File: config.mk
export PLATFORM = sky130hd
export DESIGN_NAME = i2f_top
export DESIGN_NICKNAME = d
export VERILOG_FILES = /design/src/common/i2f_pkg.sv /design/src/design/i2f_normalize.sv /design/src/design/i2f_round.sv /design/src/design/i2f_top.sv
export VERILOG_INCLUDE_DIRS = /design/src /design/src/common
export SDC_FILE = /design/constraint.sdc
export NUM_CORES = 1
export LEC_CHECK = 0
export BUFFER_PORTS_ARGS = -buffer_cell sky130_fd_sc_hd__buf_2
export CORE_ASPECT_RATIO = 0.75
export CORE_UTILIZATION = 52
export DETAILED_ROUTE_END_ITERATION = 16
export PLACE_DENSITY_LB_ADDON = 0.2
export SLEW_MARGIN = 20
export SYNTH_ARGS = -nofsm -noshare
export SYNTH_HDL_FRONTEND = slang
export SYNTH_SLANG_ARGS = --single-unit
File: constraint.sdc
create_clock -name clk -period 3.2 [get_ports clk]
set_input_delay 0.64 -clock clk [delete_from_list [all_inputs] [get_ports clk]]
set_output_delay 0.64 -clock clk [all_outputs]
set_load 0.01 [all_outputs]
File: src/common/i2f_cfg.svh
//##################################################
// Int-to-float configuration
// Operand and IEEE-754 single-precision field widths.
//##################################################

`ifndef I2F_CFG_SVH
`define I2F_CFG_SVH

// Integer operand width.
`define I2F_INT_W 32

// Stored fraction width; the normalized mantissa is one bit wider.
`define FP_FRAC_W 23

// Exponent field width and bias.
`define FP_EXP_W 8
`define FP_EXP_BIAS 127

`endif

File: src/common/i2f_pkg.sv
//##################################################
// Int-to-float shared types
// Rounding modes, operand views and stage payloads.
//##################################################

`default_nettype none

`include "i2f_cfg.svh"

package i2f_pkg;

    typedef enum logic [2:0] {
        RNE = 3'd0,
        RTZ = 3'd1,
        RDN = 3'd2,
        RUP = 3'd3,
        RMM = 3'd4
    } rm_e;

    // Two's complement view of the operand.
    typedef struct packed {
        logic                   sign;
        logic [`I2F_INT_W-2:0]  low;
    } int_signed_t;

    typedef union packed {
        logic [`I2F_INT_W-1:0]  mag;
        int_signed_t            s;
    } int_operand_u;

    // One normalized value with the leading one at mant MSB.
    typedef struct packed {
        logic                   sign;
        logic                   zero;
        logic [`FP_EXP_W-1:0]   exp;
        logic [`FP_FRAC_W:0]    mant;
        logic                   guard;
        logic                   rnd;
        logic                   sticky;
    } norm_t;

    typedef struct packed {
        logic                   sign;
        logic [`FP_EXP_W-1:0]   exp;
        logic [`FP_FRAC_W-1:0]  frac;
    } fp32_t;

endpackage

`default_nettype wire

File: src/design/i2f_normalize.sv
//##################################################
// Int-to-float normalizer
// Takes sign and magnitude of a strobed operand and
// shifts it left one bit per clock until the leading
// one sits at the top of the mantissa.
//##################################################

`timescale 1ns/1ns
`default_nettype none

`include "i2f_cfg.svh"

module i2f_normalize (
    input  logic                  clk,
    input  logic                  rst,
    input  logic                  in_stb,
    input  i2f_pkg::int_operand_u operand,
    input  logic                  is_signed,
    input  i2f_pkg::rm_e          rm,
    output logic                  busy,
    output logic                  norm_stb,
    output i2f_pkg::norm_t        norm,
    output i2f_pkg::rm_e          norm_rm
);

    localparam int MANT_W = `FP_FRAC_W + 1;
    localparam int REM_W  = `I2F_INT_W - MANT_W;

    typedef enum logic [1:0] {
        ST_IDLE,
        ST_LOAD,
        ST_SHIFT,
        ST_DONE
    } state_e;

    state_e                 state;
    logic                   accept;
    logic                   neg;
    logic [`I2F_INT_W-1:0]  mag_in;

    logic                   sign_q;
    logic                   zero_q;
    logic [`FP_EXP_W-1:0]   exp_q;
    logic [MANT_W-1:0]      mant_q;
    logic [REM_W-1:0]       rem_q;

    // A new operand is taken in idle or while the last one hands off.
    assign busy     = (state == ST_LOAD) || (state == ST_SHIFT);
    assign norm_stb = (state == ST_DONE);
    assign accept   = in_stb && !busy;

    // Sign bit only counts for signed operations.
    assign neg    = is_signed && operand.s.sign;
    assign mag_in = neg ? -operand.mag : operand.mag;

    always_ff @(posedge clk) begin
        if (!rst) begin
            state <= ST_IDLE;
        end else begin
            case (state)
                ST_IDLE: begin
                    if (in_stb)
                        state <= ST_LOAD;
                end
                ST_LOAD: begin
                    if (zero_q || mant_q[MANT_W-1])
                        state <= ST_DONE;
                    else
                        state <= ST_SHIFT;
                end
                ST_SHIFT: begin
                    // Bit below the top becomes the leading one after this shift.
                    if (mant_q[MANT_W-2])
                        state <= ST_DONE;
                end
                ST_DONE: begin
                    state <= in_stb ? ST_LOAD : ST_IDLE;
                end
                default: state <= ST_IDLE;
            endcase
        end
    end

    // Load on the accepting edge, with the exponent at the operand MSB.
    always_ff @(posedge clk) begin
        if (accept) begin
            sign_q  <= neg;
            zero_q  <= (mag_in == '0);
            exp_q   <= `FP_EXP_W'(`I2F_INT_W - 1);
            mant_q  <= mag_in[`I2F_INT_W-1 -: MANT_W];
            rem_q   <= mag_in[REM_W-1:0];
            norm_rm <= rm;
        end else if (state == ST_SHIFT) begin
            exp_q  <= exp_q - 1'b1;
            mant_q <= {mant_q[MANT_W-2:0], rem_q[REM_W-1]};
            rem_q  <= {rem_q[REM_W-2:0], 1'b0};
        end
    end

    always_comb begin
        norm.sign   = sign_q;
        norm.zero   = zero_q;
        norm.exp    = exp_q;
        norm.mant   = mant_q;
        norm.guard  = rem_q[REM_W-1];
        norm.rnd    = rem_q[REM_W-2];
        norm.sticky = |rem_q[REM_W-3:0];
    end

    // Source must respect busy.
    a_no_stb_when_busy: assert property (
        @(posedge clk) disable iff (!rst) !(in_stb && busy));

    // Handoff always carries a normalized mantissa.
    a_norm_msb: assert property (
        @(posedge clk) disable iff (!rst)
        (norm_stb && !norm.zero) |-> norm.mant[MANT_W-1]);

endmodule

`default_nettype wire

File: src/design/i2f_round.sv
//##################################################
// Int-to-float rounding stage
// Applies the rounding mode, renormalizes on carry
// and registers the packed float with inexact.
//##################################################

`timescale 1ns/1ns
`default_nettype none

`include "i2f_cfg.svh"

module i2f_round (
    input  logic           clk,
    input  logic           rst,
    input  logic           norm_stb,
    input  i2f_pkg::norm_t norm,
    input  i2f_pkg::rm_e   norm_rm,
    output i2f_pkg::fp32_t result,
    output logic           inexact,
    output logic           out_stb
);

    localparam int MANT_W = `FP_FRAC_W + 1;

    logic                   dropped;
    logic                   round_up;
    logic [MANT_W:0]        mant_sum;
    logic                   carry;
    logic [`FP_FRAC_W-1:0]  frac;
    logic [`FP_EXP_W-1:0]   exp_b;
    i2f_pkg::fp32_t         packed_fp;

    assign dropped = norm.guard || norm.rnd || norm.sticky;

    always_comb begin
        case (norm_rm)
            i2f_pkg::RTZ: round_up = 1'b0;
            i2f_pkg::RDN: round_up = dropped && norm.sign;
            i2f_pkg::RUP: round_up = dropped && !norm.sign;
            i2f_pkg::RMM: round_up = norm.guard;
            // RNE is also the fallback for the reserved codes.
            default: round_up = norm.guard && (norm.rnd || norm.sticky || norm.mant[0]);
        endcase
    end

    // One extra bit catches the all-ones carry-out.
    assign mant_sum = {1'b0, norm.mant} + (MANT_W + 1)'(round_up);
    assign carry    = mant_sum[MANT_W];
    assign frac     = carry ? mant_sum[MANT_W-1:1] : mant_sum[`FP_FRAC_W-1:0];
    assign exp_b    = norm.exp + `FP_EXP_W'(carry) + `FP_EXP_W'(`FP_EXP_BIAS);

    always_comb begin
        if (norm.zero) begin
            packed_fp = '0;
        end else begin
            packed_fp.sign = norm.sign;
            packed_fp.exp  = exp_b;
            packed_fp.frac = frac;
        end
    end

    always_ff @(posedge clk) begin
        if (!rst) begin
            out_stb <= 1'b0;
            result  <= '0;
            inexact <= 1'b0;
        end else begin
            out_stb <= norm_stb;
            if (norm_stb) begin
                result  <= packed_fp;
                inexact <= dropped && !norm.zero;
            end
        end
    end

    // Normalizer never hands off on back-to-back cycles.
    a_out_stb_pulse: assert property (
        @(posedge clk) disable iff (!rst) out_stb |=> !out_stb);

endmodule

`default_nettype wire

File: src/design/i2f_top.sv
//##################################################
// Int-to-float converter top
// Normalizer feeding a registered rounding stage.
//##################################################

`timescale 1ns/1ns
`default_nettype none

module i2f_top (
    input  logic                  clk,
    input  logic                  rst,
    input  logic                  in_stb,
    input  i2f_pkg::int_operand_u operand,
    input  logic                  is_signed,
    input  i2f_pkg::rm_e          rm,
    output logic                  busy,
    output i2f_pkg::fp32_t        result,
    output logic                  inexact,
    output logic                  out_stb
);

    // Handoff between the two stages.
    logic           norm_stb;
    i2f_pkg::norm_t norm;
    i2f_pkg::rm_e   norm_rm;

    i2f_normalize i2f_normalize_inst (
        .clk       (clk),
        .rst       (rst),
        .in_stb    (in_stb),
        .operand   (operand),
        .is_signed (is_signed),
        .rm        (rm),
        .busy      (busy),
        .norm_stb  (norm_stb),
        .norm      (norm),
        .norm_rm   (norm_rm)
    );

    i2f_round i2f_round_inst (
        .clk      (clk),
        .rst      (rst),
        .norm_stb (norm_stb),
        .norm     (norm),
        .norm_rm  (norm_rm),
        .result   (result),
        .inexact  (inexact),
        .out_stb  (out_stb)
    );

endmodule

`default_nettype wire

==> summary.md, run 1 <==
| Metric | Value |
|---|---|
| Status | complete, but fails checks |
| Failing checks | DRC |
| CTS clk-pin slew, worst paths | 0.06 ns |
| Die Footprint | 9760 µm² |
| Prevailing post-synth register cell | dfxtp_1 |
| Residual DRC | 2 |
| Mean Syn Cell Area | 8.54 µm² |
| I/O pins | 74 |
| Core area | 9080 µm² |
| First-pass GRT wire length | 20100 µm |
| Antenna viol nets, final | 0 |
| Routability cong. | 0.887 |
| Cell Pwr Density | 685 nW/µm² |
| Number of flops mapped to enable cells by yosys | 37 |
| Critical Path RT | 3.43 ns |
| DIE WIDTH | 114 µm |
| Fmax | 324 MHz |
| Setup CP Type | reg -> reg |
| Clk_lat worst skew | 0.34 ns |
| Remaining Overflow, GRT | 0 |
| Syn Std Cell Area | 4870 µm² |
| Critical-path cell list | nor4_2 > nand2_1 > o221ai_2 > a21oi_2 > ha_2 > ha_4 > nand2_2 > or3_4 > nor3_4 > nand2_1 > ha_2 > nand2_2 > or3_4 > nor3_4 > xor2_1 > o22ai_1 > and2_1 |
| CP endpoint kind | register |
| Slowest cell on the critical path | edfxtp_1 |
| Initial core utilization | 0.536 |
| WP data arrival | 3.32 ns |
| Peak VDD IR | 0.630 mV |
| Max clock buf depth | 2 |
| WL per Instance | 15.7 µm |
| CP Launch Type | register |
| Biggest cell delay along the critical path | 0.41 ns |
| Vias post-DR | 4499 |
| Commonest non-fill, non-tap cells in the layout | 80 x nand2_1, 73 x buf_2, 52 x nor2_1 |
| DPL Wire Length | 9440 µm |
| PortBufs | 73 |
| Clock buffer count from CTS | 9 |
| Min Tclk post-route | 3.09 ns |
| GRT Overall Usage | 0.268 |
| Setup-failing EPs final | 0 |
| Netlist cell types | 62 |
| Static Leak | 2.37 nW |
| Max-cap check violation count | 0 |
| Final core utilization | 0.647 |
| Rel. slew slack | 0.572 |
| Largest family of logic cells by synthesized area | simple AND/OR/NAND/NOR gates |
| Vias in the first global route | 4011 |
| Slew Viols, Final | 0 |
| Simple-gate portion of the synthesized area | 0.244 |
| Antenna cells | 0 |
| Initial antenna violation count | 0 |
| Number of nets in the layout | 709 |
| Clk root buf | clkbuf_16 |
| CP Buf/Inv Count | 0 |
| H-tree level count | 3 |
| Hold_ws | 0.443 ns |
| Layout area overhead | 20.7% |
| Critical path's top delay family | simple AND/OR/NAND/NOR gates |
| RSZ-0062 raised after global routing | true |
| Post-Synth XOR/XNOR Area | 0.101 |
| Final worst-path cycle share | 0.966 |
| Total Wirelength | 12400 µm |
| Detailed Routing Iterations Pass 1 | 11 |
| HP Class | reg -> reg |
| Die height | 85.8 µm |
| Sequential element share of the synthesized area | 0.409 |
| Largest net degree at the start of global routing | 60 |
| Synth Area in Compound Gates | 0.164 |
| Hold Fails Final Rpt | 0 |
| Clk sinks | 81 |
| # rows | 30 |
| Clock skew | 0.00670 ns |
| Mux cell area share after synthesis | 0.0129 |
| FF+latch count, synth | 81 |
| Most common cell after layout, fill and taps aside | nand2_1 |
| DR vias/cell | 5.68 |
| Adder-cell area share of the yosys netlist | 0.0283 |
| Actual slew at the worst max-slew pin | 0.639 ns |
| Crit-path max FO | 2 |
| CTS tree | done |
| DR iter-0 viols | 329 |
| Layout cells sized above 1 | 0.218 |
| Cells after Synth | 570 |
| Async set-reset flop share out of synthesis | 0 |
| Post-synth net total | 620 |
| Syn. warnings | 0 |
-- power breakdown --
group          switching, mW  internal [mW]
registers              0.305           1.52
clock network          0.392          0.568
logic                  0.758          0.486
total                   1.45           2.57
-- logic make-up after synthesis --
logic type / after synthesis
and+or+nand+nor: 241
AOI/OAI and AO/OA: 125
xor gates and xnor gates: 56
buffers and inverters: 50
muxes: 6
DFF: 81
adders and majority gates: 11
-- timing repair --
item / CTS / global route
setup buffers: 0 / 6
hold buffers: 0 / 0
hold endpoints to repair: 0 / 0
resized for setup: 0 / 14
endpoints found under the setup margin: 0 / 16
-- sequential cells by signal, indices dropped and copies added (netlist names) --
| signal | cells |
|---|---|
| i2f_normalize_inst.sign_q | 1 |
| i2f_normalize_inst.rem_q | 8 |
| i2f_normalize_inst.exp_q | 8 |
| i2f_normalize_inst.mant_q | 24 |
| i2f_round_inst.inexact | 1 |
| i2f_round_inst.result | 32 |
| i2f_normalize_inst.state | 2 |
| i2f_normalize_inst.zero_q | 1 |
| i2f_normalize_inst.norm_rm | 3 |
| i2f_round_inst.out_stb | 1 |
-- cell usage after synthesis, types with 2 or more instances --
cell type	instances	area (µm²)
nand2_1	82	308
nor2_1	53	199
dfxtp_1	44	881
o21ai_0	41	205
edfxtp_1	37	1110
xor2_1	31	272
xnor2_1	25	219
clkbuf_1	22	82.6
inv_1	21	78.8
nor3_1	21	105
a21oi_1	20	100
nand3_1	16	80.1
or3_1	12	75.1
and2_1	11	68.8
ha_1	11	138
nor4_1	9	56.3
a22oi_1	8	60.1
o22ai_1	8	50.1
nand4_1	6	37.5
o21a_1	6	45.0
o31ai_1	6	45.0
a211oi_1	4	30.0
a21o_1	4	30.0
a32o_1	4	40.0
mux2i_1	4	40.0
nand2b_1	4	25.0
nor2b_1	4	25.0
o21ai_1	4	20.0
a31oi_1	3	18.8
and3_1	3	18.8
and4b_1	3	30.0
clkinv_1	3	11.3
o41ai_1	3	26.3
or4_4	3	33.8
a41o_1	2	20.0
buf_1	2	7.51
mux2_2	2	22.5
o211ai_1	2	15.0
o2bb2ai_1	2	17.5
or4_1	2	15.0
-- routing by layer --
| layer | share of wire | GRT usage |
|---|---|---|
| met1 | 0.47 | 0.384 |
| met2 | 0.45 | 0.400 |
| met3 | 0.065 | 0.0622 |
| met4 | 0.018 | 0.0825 |
| met5 | 0 | 0 |
-- area by class of cell --
cell class	instances	area [µm²]
fill	772	3210
multi-input combinational	439	2750
sequential	81	1990
timing repair buffer	104	598
clock buffer	11	254
tap	128	160
inverter	24	90.1
clock inverter	5	28.8
-- final timing paths --
kind                                                   from  depth (start not counted)  slack (ns)                         to
worst max register to register  i2f_normalize_inst.rem_q[6]                         17        0.11  i2f_round_inst.result[30]
worst max-delay path            i2f_normalize_inst.rem_q[6]                         17        0.11  i2f_round_inst.result[30]
worst min register to register     i2f_round_inst.result[8]                          1        0.44   i2f_round_inst.result[8]
worst min-delay path               i2f_round_inst.result[8]                          1        0.44   i2f_round_inst.result[8]
-- metrics by stage --
step / power (mW) / instance area, µm² / worst slack, ns / setup TNS (ns) / cells
2_1_floorplan: 2.56 / 4870 / 0.0226 / 0 / 570
3_3_place_gp: 2.96 / 5480 / 0.102 / 0 / 770
3_5_place_dp: 3.00 / 5480 / 0.0214 / 0 / 770
4_1_cts: 3.96 / 5770 / 0.00660 / 0 / 786
5_1_grt: 4.29 / 5870 / -0.121 / -0.121 / 792
6_report: 4.03 / 5870 / 0.110 / 0 / 792
Note: power is estimated with default switching activity, not from simulation.
==> run 2: changes to the inputs <==
--- a/config.mk
+++ b/config.mk
@@ -6,6 +6,7 @@
 export SDC_FILE = /design/constraint.sdc
 export NUM_CORES = 1
 export LEC_CHECK = 0
+export ABC_AREA = 0
 export BUFFER_PORTS_ARGS = -buffer_cell sky130_fd_sc_hd__buf_2
 export CORE_ASPECT_RATIO = 0.75
 export CORE_UTILIZATION = 52
==> constraint.sdc (replaced) <==
create_clock -name clk -period 3.2 [get_ports clk]
set_input_delay 0.16 -clock clk [delete_from_list [all_inputs] [get_ports clk]]
set_output_delay 0.16 -clock clk [all_outputs]
set_load 0.01 [all_outputs]
==> run 2 against run 1 <==
  * The run now ends clean
  * Largest power group unchanged
  * Combinational power is essentially flat
  * Hold slack lost 0.43 ns
  * Maximum frequency grew 1.5%
  * Core utilization shrank 1.2 points
  * Power shrank 1.0%
  * Global-route usage is essentially flat
  * Largest cell class unchanged
  * Wire length grew 1.2%
  * Clock skew grew 0.00059 ns
==> summary.md, run 2 (synthesis results as in run 1) <==
| Metric | Value |
|---|---|
| Commonest non-fill, non-tap cells in the layout | 79 x nand2_1, 73 x buf_2, 52 x nor2_1 (was 80 x nand2_1, 73 x buf_2, 52 x nor2_1) |
| Status | completed (was complete, but fails checks) |
| Hold Fails Final Rpt | 0 (unchanged) |
| Crit path from | i2f_normalize_inst.rem_q[6] (unchanged) |
| R2R cell count | 17 (unchanged) |
| Vias in the first global route | 4075 (was 4011) |
| CP Launch Type | register (unchanged) |
| RSZ-0062 raised after global routing | true (unchanged) |
| Placed insts | 758 (was 770) |
| Setup CP Type | reg -> reg (unchanged) |
| Max-cap check violation count | 0 (unchanged) |
| Fin cells | 777 (was 792) |
| Flop pwr share | 0.458 (was 0.453) |
| Actual slew at the worst max-slew pin | 0.715 ns (was 0.639 ns) |
| Die height | 85.8 µm (unchanged) |
| Cell Pwr Density | 691 nW/µm² (was 685 nW/µm²) |
| Final worst-path cycle share | 0.951 (was 0.966) |
| Residual DRC | 0 (was 2) |
| Static Leak | 2.29 nW (was 2.37 nW) |
| Final Cell Area | 5770 µm² (was 5870 µm²) |
| Routability cong. | 0.891 (was 0.887) |
| Switching share of total power | 0.362 (was 0.361) |
| Remaining Overflow, GRT | 0 (unchanged) |
| Peak VDD IR | 0.550 mV (was 0.630 mV) |
| WP data arrival | 3.28 ns (was 3.32 ns) |
| Clk sinks | 81 (unchanged) |
| Crit-path max FO | 2 (unchanged) |
| Layout area overhead | 18.5% (was 20.7%) |
| CP endpoint kind | register (unchanged) |
| Total Wirelength | 12600 µm (was 12400 µm) |
| DPL Wire Length | 9240 µm (was 9440 µm) |
| Multi-input gate area | 2760 µm² (was 2750 µm²) |
| Slowest cell on the critical path | edfxtp_1 (unchanged) |
| GRT Overall Usage | 0.267 (was 0.268) |
| Rel. slew slack | 0.522 (was 0.572) |
| First-pass GRT wire length | 20100 µm (unchanged) |
| CP most frequent cell | nand2_2 |
| Antenna viol nets, final | 0 (unchanged) |
| Clock skew | 0.00730 ns (was 0.00670 ns) |
| Clock buffer count from CTS | 9 (unchanged) |
| Layout cells sized above 1 | 0.200 (was 0.218) |
| Max reg flops | 32 (unchanged) |
| Biggest cell delay along the critical path | 0.42 ns (was 0.41 ns) |
| DR vias/cell | 5.65 (was 5.68) |
| Fmax | 329 MHz (was 324 MHz) |
| Sw power | 1.44 mW (was 1.45 mW) |
| Clk_lat worst skew | 0.34 ns (about the same) |
| Die Footprint | 9760 µm² (unchanged) |
| Critical-path cell list | nor4_2 > nand2_1 > o221ai_2 > a21oi_2 > ha_2 > ha_2 > nand2_2 > or3_4 > nor3_4 > nand2_2 > ha_4 > nand2_2 > or3_4 > nor3_4 > xor2_1 > o22ai_1 > and2_1 (was nor4_2 > nand2_1 > o221ai_2 > a21oi_2 > ha_2 > ha_4 > nand2_2 > or3_4 > nor3_4 > nand2_1 > ha_2 > nand2_2 > or3_4 > nor3_4 > xor2_1 > o22ai_1 > and2_1) |
| DR iter-0 viols | 368 (was 329) |
| Largest net degree at the start of global routing | 60 (unchanged) |
| FF+latch area | 1990 µm² (unchanged) |
| Number of nets in the layout | 694 (was 709) |
| Count of filler cells inserted in the layout | 816 (was 772) |
| Top flop regs | i2f_round_inst.result (32), i2f_normalize_inst.mant_q (24) (unchanged) |
| CTS clk-pin slew, worst paths | 0.06 ns (about the same) |
| Vias post-DR | 4390 (was 4499) |
| H-tree level count | 3 (unchanged) |
| Cell Int Power | 2.54 mW (was 2.57 mW) |
| Initial antenna violation count | 0 (unchanged) |
| Clk root buf | clkbuf_16 (unchanged) |
| Setup-failing EPs final | 0 (unchanged) |
| Reg2reg setup slack | 0.16 ns (was 0.11 ns) |
| Critical Path End | i2f_round_inst.result[30] (unchanged) |
| HP Class | in -> reg (was reg -> reg) |
| Largest register by flop count | i2f_round_inst.result (unchanged) |
| Detailed Routing Iterations Pass 1 | 5 (was 11) |
| DIE WIDTH | 114 µm (unchanged) |
| Slew Viols, Final | 0 (unchanged) |
| Most common cell after layout, fill and taps aside | nand2_1 (unchanged) |
| Reg-to-reg startpoint | i2f_normalize_inst.rem_q[6] (unchanged) |
| Antenna cells | 0 (unchanged) |
| Dpl cell area | 5390 µm² (was 5480 µm²) |
| Min Tclk post-route | 3.04 ns (was 3.09 ns) |
| Initial core utilization | 0.536 (unchanged) |
| Clock network power share | 0.237 (was 0.238) |
| Final TNS setup | 0 ns (unchanged) |
| Critical Path RT | 3.43 ns (about the same) |
| # rows | 30 (unchanged) |
| Crit Reg-Reg Endpoint | i2f_round_inst.result[30] (unchanged) |
| Core area | 9080 µm² (unchanged) |
| Logic gate share of total power | 0.305 (was 0.309) |
| CTS tree | done (unchanged) |
| WL per Instance | 16.2 µm (was 15.7 µm) |
| Max clock buf depth | 2 (unchanged) |
| I/O pins | 74 (unchanged) |
| PortBufs | 73 (unchanged) |
run 2: cell count changes in the layout (fill, tap and decap cells not counted), sizes merged:
cell | before | now
dlygate4sd3 | 0 | 2
clkinv | 8 | 6
clkbuf | 11 | 13
buf | 104 | 87
run 2: timing repair:
action | 4_1_cts | 5_1_grt
hold buffers | 2 | 0
endpoints found under the setup margin | 2 | 12
buffers inserted | 0 | 1
gates resized for setup | 3 | 13
pin swaps | 0 | 9
endpoints found under the hold margin | 2 | 0
run 2: worst min-delay path by stage:
stage                     startpoint                       endpoint  slack [ns]  cells past startpoint
after global placement         rm[2]  i2f_normalize_inst.norm_rm[2]        0.34                      1
after detailed placement       rm[2]  i2f_normalize_inst.norm_rm[2]        0.34                      1
after CTS                      rm[1]  i2f_normalize_inst.norm_rm[1]       0.002                      1
after global routing           rm[1]  i2f_normalize_inst.norm_rm[1]        0.01                      1
final                          rm[1]  i2f_normalize_inst.norm_rm[1]        0.01                      1
after floorplan                rm[0]  i2f_normalize_inst.norm_rm[0]        0.26                      0
run 2: worst max-delay path: cells and delay by family (launching register included):
family,cells,cell delay [ns]
adders and majority gates,3,0.50
AOI/OAI and AO/OA,3,0.31
xor gates and xnor gates,1,0.16
DFF,1,0.42
and+or+nand+nor,10,1.54
run 2: layout make-up:
cell class,count,area share
Multi-Input combinational cell,439,0.478
Sequential cell,81,0.345
Timing Repair Buffer,89,0.0851
Clock buffer,13,0.0453
Tap cell,128,0.0278
Inverter,24,0.0156
Clock inverter,3,0.00260
run 2: power groups by stage:
stage          clock [mW]  sequential (mW)  combinational (mW)
2_1_floorplan           0             1.74               0.815
3_3_place_gp            0             1.81                1.14
3_5_place_dp            0             1.82                1.17
4_1_cts             0.961             1.81                1.18
5_1_grt             0.989             1.86                1.37
6_report            0.946             1.83                1.21
run 2: through the flow:
stage	power, mW	hold slack, ns	setup slack (ns)	utilization
6_report	3.99	0.00972	0.157	0.635
5_1_grt	4.22	0.0110	-0.0575	0.635
4_1_cts	3.95	0.00151	0.0364	0.628
3_5_place_dp	2.99	0.343	-0.00394	0.594
3_3_place_gp	2.95	0.338	0.101	0.594
2_1_floorplan	2.56	0.259	0.0226	-
run 2: per-layer routing:
layer,GRT usage,vias up,part of all wire
li1,-,2191,-
met1,0.373,2052,0.48
met2,0.431,131,0.46
met3,0.0452,16,0.054
met4,0.0694,0,0.0097
met5,0,-,0
==> run 3: changes to the inputs <==
--- a/config.mk
+++ b/config.mk
@@ -6,7 +6,7 @@
 export SDC_FILE = /design/constraint.sdc
 export NUM_CORES = 1
 export LEC_CHECK = 0
-export ABC_AREA = 0
+export ABC_AREA = 1
 export BUFFER_PORTS_ARGS = -buffer_cell sky130_fd_sc_hd__buf_2
 export CORE_ASPECT_RATIO = 0.75
 export CORE_UTILIZATION = 52
==> run 3 against run 2 <==
  * Synthesized area rose by 5.3%
  * Wire length rose by 5.9%
  * Synthesized cell count rose by 32%
  * First-iteration DRC count rose by 4.3%
  * Global-route usage rose by 0.29 points
  * Maximum frequency rose by 2.8%
  * Cell area rose by 3.8%
  * Final cell count rose by 24%
  * Non-clock buffer count fell by 4
  * Via count rose by 16%
  * Register-to-register slack improved by 0.08 ns
  * Critical path type unchanged
  * Largest cell class unchanged
==> summary.md, run 3 <==
| Metric | Value |
|---|---|
| Rel. slew slack | 0.606 (was 0.522) |
| Vias post-DR | 5104 (was 4390) |
| FF+latch count, synth | 81 (unchanged) |
| Max reg flops | 32 (unchanged) |
| CTS tree | done (unchanged) |
| CP endpoint kind | register (unchanged) |
| Actual slew at the worst max-slew pin | 0.590 ns (was 0.715 ns) |
| Number of nets in the layout | 879 (was 694) |
| DIE WIDTH | 117 µm (was 114 µm) |
| Min Tclk post-route | 2.96 ns (was 3.04 ns) |
| Total Wirelength | 13300 µm (was 12600 µm) |
| GRT Overall Usage | 0.270 (was 0.267) |
| Initial antenna violation count | 0 (unchanged) |
| Final Cell Area | 5980 µm² (was 5770 µm²) |
| PortBufs | 73 (unchanged) |
| Area leader, netlist | edfxtp_1 (unchanged) |
| CP most frequent cell | inv_2 (was nand2_2) |
| Sw power | 1.68 mW (was 1.44 mW) |
| DPL Wire Length | 10000 µm (was 9240 µm) |
| Clk root buf | clkbuf_16 (unchanged) |
| Final TNS setup | 0 ns (unchanged) |
| Fmax | 338 MHz (was 329 MHz) |
| Flop pwr share | 0.418 (was 0.458) |
| Setup CP Type | reg -> reg (unchanged) |
| Clk sinks | 81 (unchanged) |
| Logic gate share of total power | 0.354 (was 0.305) |
| Final worst-path cycle share | 0.925 (was 0.951) |
| Count of filler cells inserted in the layout | 903 (was 816) |
| Static Leak | 2.75 nW (was 2.29 nW) |
| I/O pins | 74 (unchanged) |
| Vias in the first global route | 4479 (was 4075) |
| Layout area overhead | 16.8% (was 18.5%) |
| Cell Pwr Density | 730 nW/µm² (was 691 nW/µm²) |
| Most common cell after layout, fill and taps aside | nand2_1 (unchanged) |
| Peak VDD IR | 0.454 mV (was 0.550 mV) |
| Number of flops mapped to enable cells by yosys | 37 (unchanged) |
| Largest net degree at the start of global routing | 40 (was 60) |
| DR vias/cell | 5.31 (was 5.65) |
| Crit-path max FO | 5 (was 2) |
| Max-cap check violation count | 0 (unchanged) |
| Remaining Overflow, GRT | 0 (unchanged) |
| Most frequent cell after synthesis | nand2_1 (unchanged) |
| Critical Path RT | 3.41 ns (was 3.43 ns) |
| Clk_lat worst skew | 0.34 ns (about the same) |
| Clock skew | 0.00697 ns (was 0.00730 ns) |
| Biggest cell delay along the critical path | 0.41 ns (was 0.42 ns) |
| Clock network power share | 0.228 (was 0.237) |
| Hold Fails Final Rpt | 0 (unchanged) |
| Critical path's top delay family | simple AND/OR/NAND/NOR gates (unchanged) |
| Netlist cell types | 40 (was 62) |
| Core area | 9310 µm² (was 9080 µm²) |
| Critical-path cell list | nor3_2 > nand3_1 > a311oi_2 > o31ai_1 > ha_2 > ha_1 > nand2_1 > inv_2 > nand2_2 > inv_2 > nand2_2 > nor2_4 > nand2_4 > nor3_4 > inv_2 > ha_4 > nand4_1 > or4_1 > nand3_1 > a21oi_1 (was nor4_2 > nand2_1 > o221ai_2 > a21oi_2 > ha_2 > ha_2 > nand2_2 > or3_4 > nor3_4 > nand2_2 > ha_4 > nand2_2 > or3_4 > nor3_4 > xor2_1 > o22ai_1 > and2_1) |
| Sequential element share of the synthesized area | 0.389 (was 0.409) |
| Residual DRC | 0 (unchanged) |
| Initial core utilization | 0.551 (was 0.536) |
| Commonest cells post-synth | 220 x nand2_1, 108 x nor2_1, 77 x inv_1 (was 82 x nand2_1, 53 x nor2_1, 44 x dfxtp_1) |
| Antenna cells | 0 (unchanged) |
| Layout cells sized above 1 | 0.163 (was 0.200) |
| CTS clk-pin slew, worst paths | 0.06 ns (about the same) |
| CP Buf/Inv Count | 3 (was 0) |
| Switching share of total power | 0.384 (was 0.362) |
| RSZ-0062 raised after global routing | false (was true) |
| Detailed Routing Iterations Pass 1 | 5 (unchanged) |
| Routability cong. | 0.907 (was 0.891) |
| DR iter-0 viols | 384 (was 368) |
| Slew Viols, Final | 0 (unchanged) |
| Top flop regs | i2f_round_inst.result (32), i2f_normalize_inst.mant_q (24) (unchanged) |
| First-pass GRT wire length | 21200 µm (was 20100 µm) |
| H-tree level count | 3 (unchanged) |
| Async set-reset flop share out of synthesis | 0 (unchanged) |
| Cells after Synth | 752 (was 570) |
| Prevailing post-synth register cell | dfxtp_1 (unchanged) |
| Synth top area cells | edfxtp_1 22%, dfxtp_1 17%, nand2_1 16% (was edfxtp_1 23%, dfxtp_1 18%, nand2_1 6.3%) |
| Die Footprint | 10300 µm² (was 9760 µm²) |
| Setup-failing EPs final | 0 (unchanged) |
| Die height | 88.0 µm (was 85.8 µm) |
| Mean Syn Cell Area | 6.82 µm² (was 8.54 µm²) |
| Syn Std Cell Area | 5120 µm² (was 4870 µm²) |
| Cell Int Power | 2.69 mW (was 2.54 mW) |
| HP Class | in -> reg (unchanged) |
| Status | completed (unchanged) |
| WP data arrival | 3.17 ns (was 3.28 ns) |
| Post-synth net total | 802 (was 620) |
| Max clock buf depth | 2 (unchanged) |
| Largest register by flop count | i2f_round_inst.result (unchanged) |
| WL per Instance | 13.9 µm (was 16.2 µm) |
| Syn. warnings | 0 (unchanged) |
| Clock buffer count from CTS | 9 (unchanged) |
| Dpl cell area | 5620 µm² (was 5390 µm²) |
| Antenna viol nets, final | 0 (unchanged) |
| Slowest cell on the critical path | edfxtp_1 (unchanged) |
| Synth top area share | 0.217 (was 0.228) |
| # rows | 30 (unchanged) |
| CP Launch Type | register (unchanged) |
| Commonest non-fill, non-tap cells in the layout | 219 x nand2_1, 107 x nor2_1, 76 x inv_1 (was 79 x nand2_1, 73 x buf_2, 52 x nor2_1) |
-- run 3: power groups by stage --
stage	Combinational, mW	Clock [mW]	Sequential [mW]
2_1_floorplan	1.07	0	1.79
3_3_place_gp	1.46	0	1.82
3_5_place_dp	1.50	0	1.84
4_1_cts	1.52	1.02	1.82
5_1_grt	1.74	1.06	1.87
6_report	1.55	0.996	1.83
-- run 3: final timing paths --
path              slack [ns]                       endpoint                   startpoint  depth (start not counted)
setup reg to reg        0.24      i2f_round_inst.result[30]  i2f_normalize_inst.rem_q[6]                         20
hold / removal          0.02  i2f_normalize_inst.norm_rm[0]                        rm[0]                          1
hold reg to reg         0.46      i2f_round_inst.result[17]    i2f_round_inst.result[17]                          2
setup / recovery        0.24      i2f_round_inst.result[30]  i2f_normalize_inst.rem_q[6]                         20
-- run 3: final cells by class --
class / instances / area, µm² / area share
clock inverter: 5 / 56.3 / 0.00941
inverter: 87 / 327 / 0.0546
clock buffer: 11 / 233 / 0.0389
multi-input combinational: 565 / 2760 / 0.461
tap: 128 / 160 / 0.0268
timing repair buffer: 85 / 460 / 0.0769
sequential: 81 / 1990 / 0.333
-- run 3: worst reg2reg max path, stage by stage (launching register included) --
cell and delay [ns]:
edfxtp_1 0.41, nor3_2 0.23, nand3_1 0.11, a311oi_2 0.19
o31ai_1 0.11, ha_2 0.19, ha_1 0.19, nand2_1 0.08
inv_2 0.06, nand2_2 0.07, inv_2 0.04, nand2_2 0.08
nor2_4 0.05, nand2_4 0.08, nor3_4 0.05, inv_2 0.10
ha_4 0.15, nand4_1 0.10, or4_1 0.41, nand3_1 0.08
a21oi_1 0.06
-- run 3: repair_timing --
action | 4_1_cts | 5_1_grt
hold buffers | 2 | 0
pin swaps | 0 | 3
hold endpoints to repair | 2 | 0
resized for setup | 1 | 8
setup buffers | 0 | 2
setup endpoints to repair | 1 | 6
-- run 3: cell families (layout without fill, tap and decap cells) --
| group | Yosys count | in the layout | synth area share |
|---|---|---|---|
| adder cells (fa/ha/maj) | 11 | 11 | 0.0269 |
| XOR/XNOR | 21 | 21 | 0.0359 |
| AO/OA/AOI/OAI | 116 | 116 | 0.122 |
| buffers and inverters | 106 | 188 | 0.0811 |
| AND/OR/NAND/NOR | 417 | 417 | 0.346 |
| flip-flops | 81 | 81 | 0.389 |
-- run 3: metal layers --
| layer | GRT usage | vias to the layer above | part of all wire |
|---|---|---|---|
| li1 | - | 2592 | - |
| met1 | 0.382 | 2329 | 0.48 |
| met2 | 0.422 | 164 | 0.44 |
| met3 | 0.0561 | 19 | 0.065 |
| met4 | 0.0690 | 0 | 0.014 |
| met5 | 0 | - | 0 |
-- run 3: per-stage QoR --
stage               power (mW)  utilization  worst slack [ns]  cells  hold slack (ns)
floorplan                 2.86            -             0.297    752            0.258
detailed placement        3.33        0.604            0.0255    942            0.339
CTS                       4.36        0.638            0.0320    960          0.00627
finish                    4.37        0.643             0.240    962           0.0169
global route              4.67        0.643            0.0309    962           0.0118
global placement          3.28        0.604             0.146    942            0.341
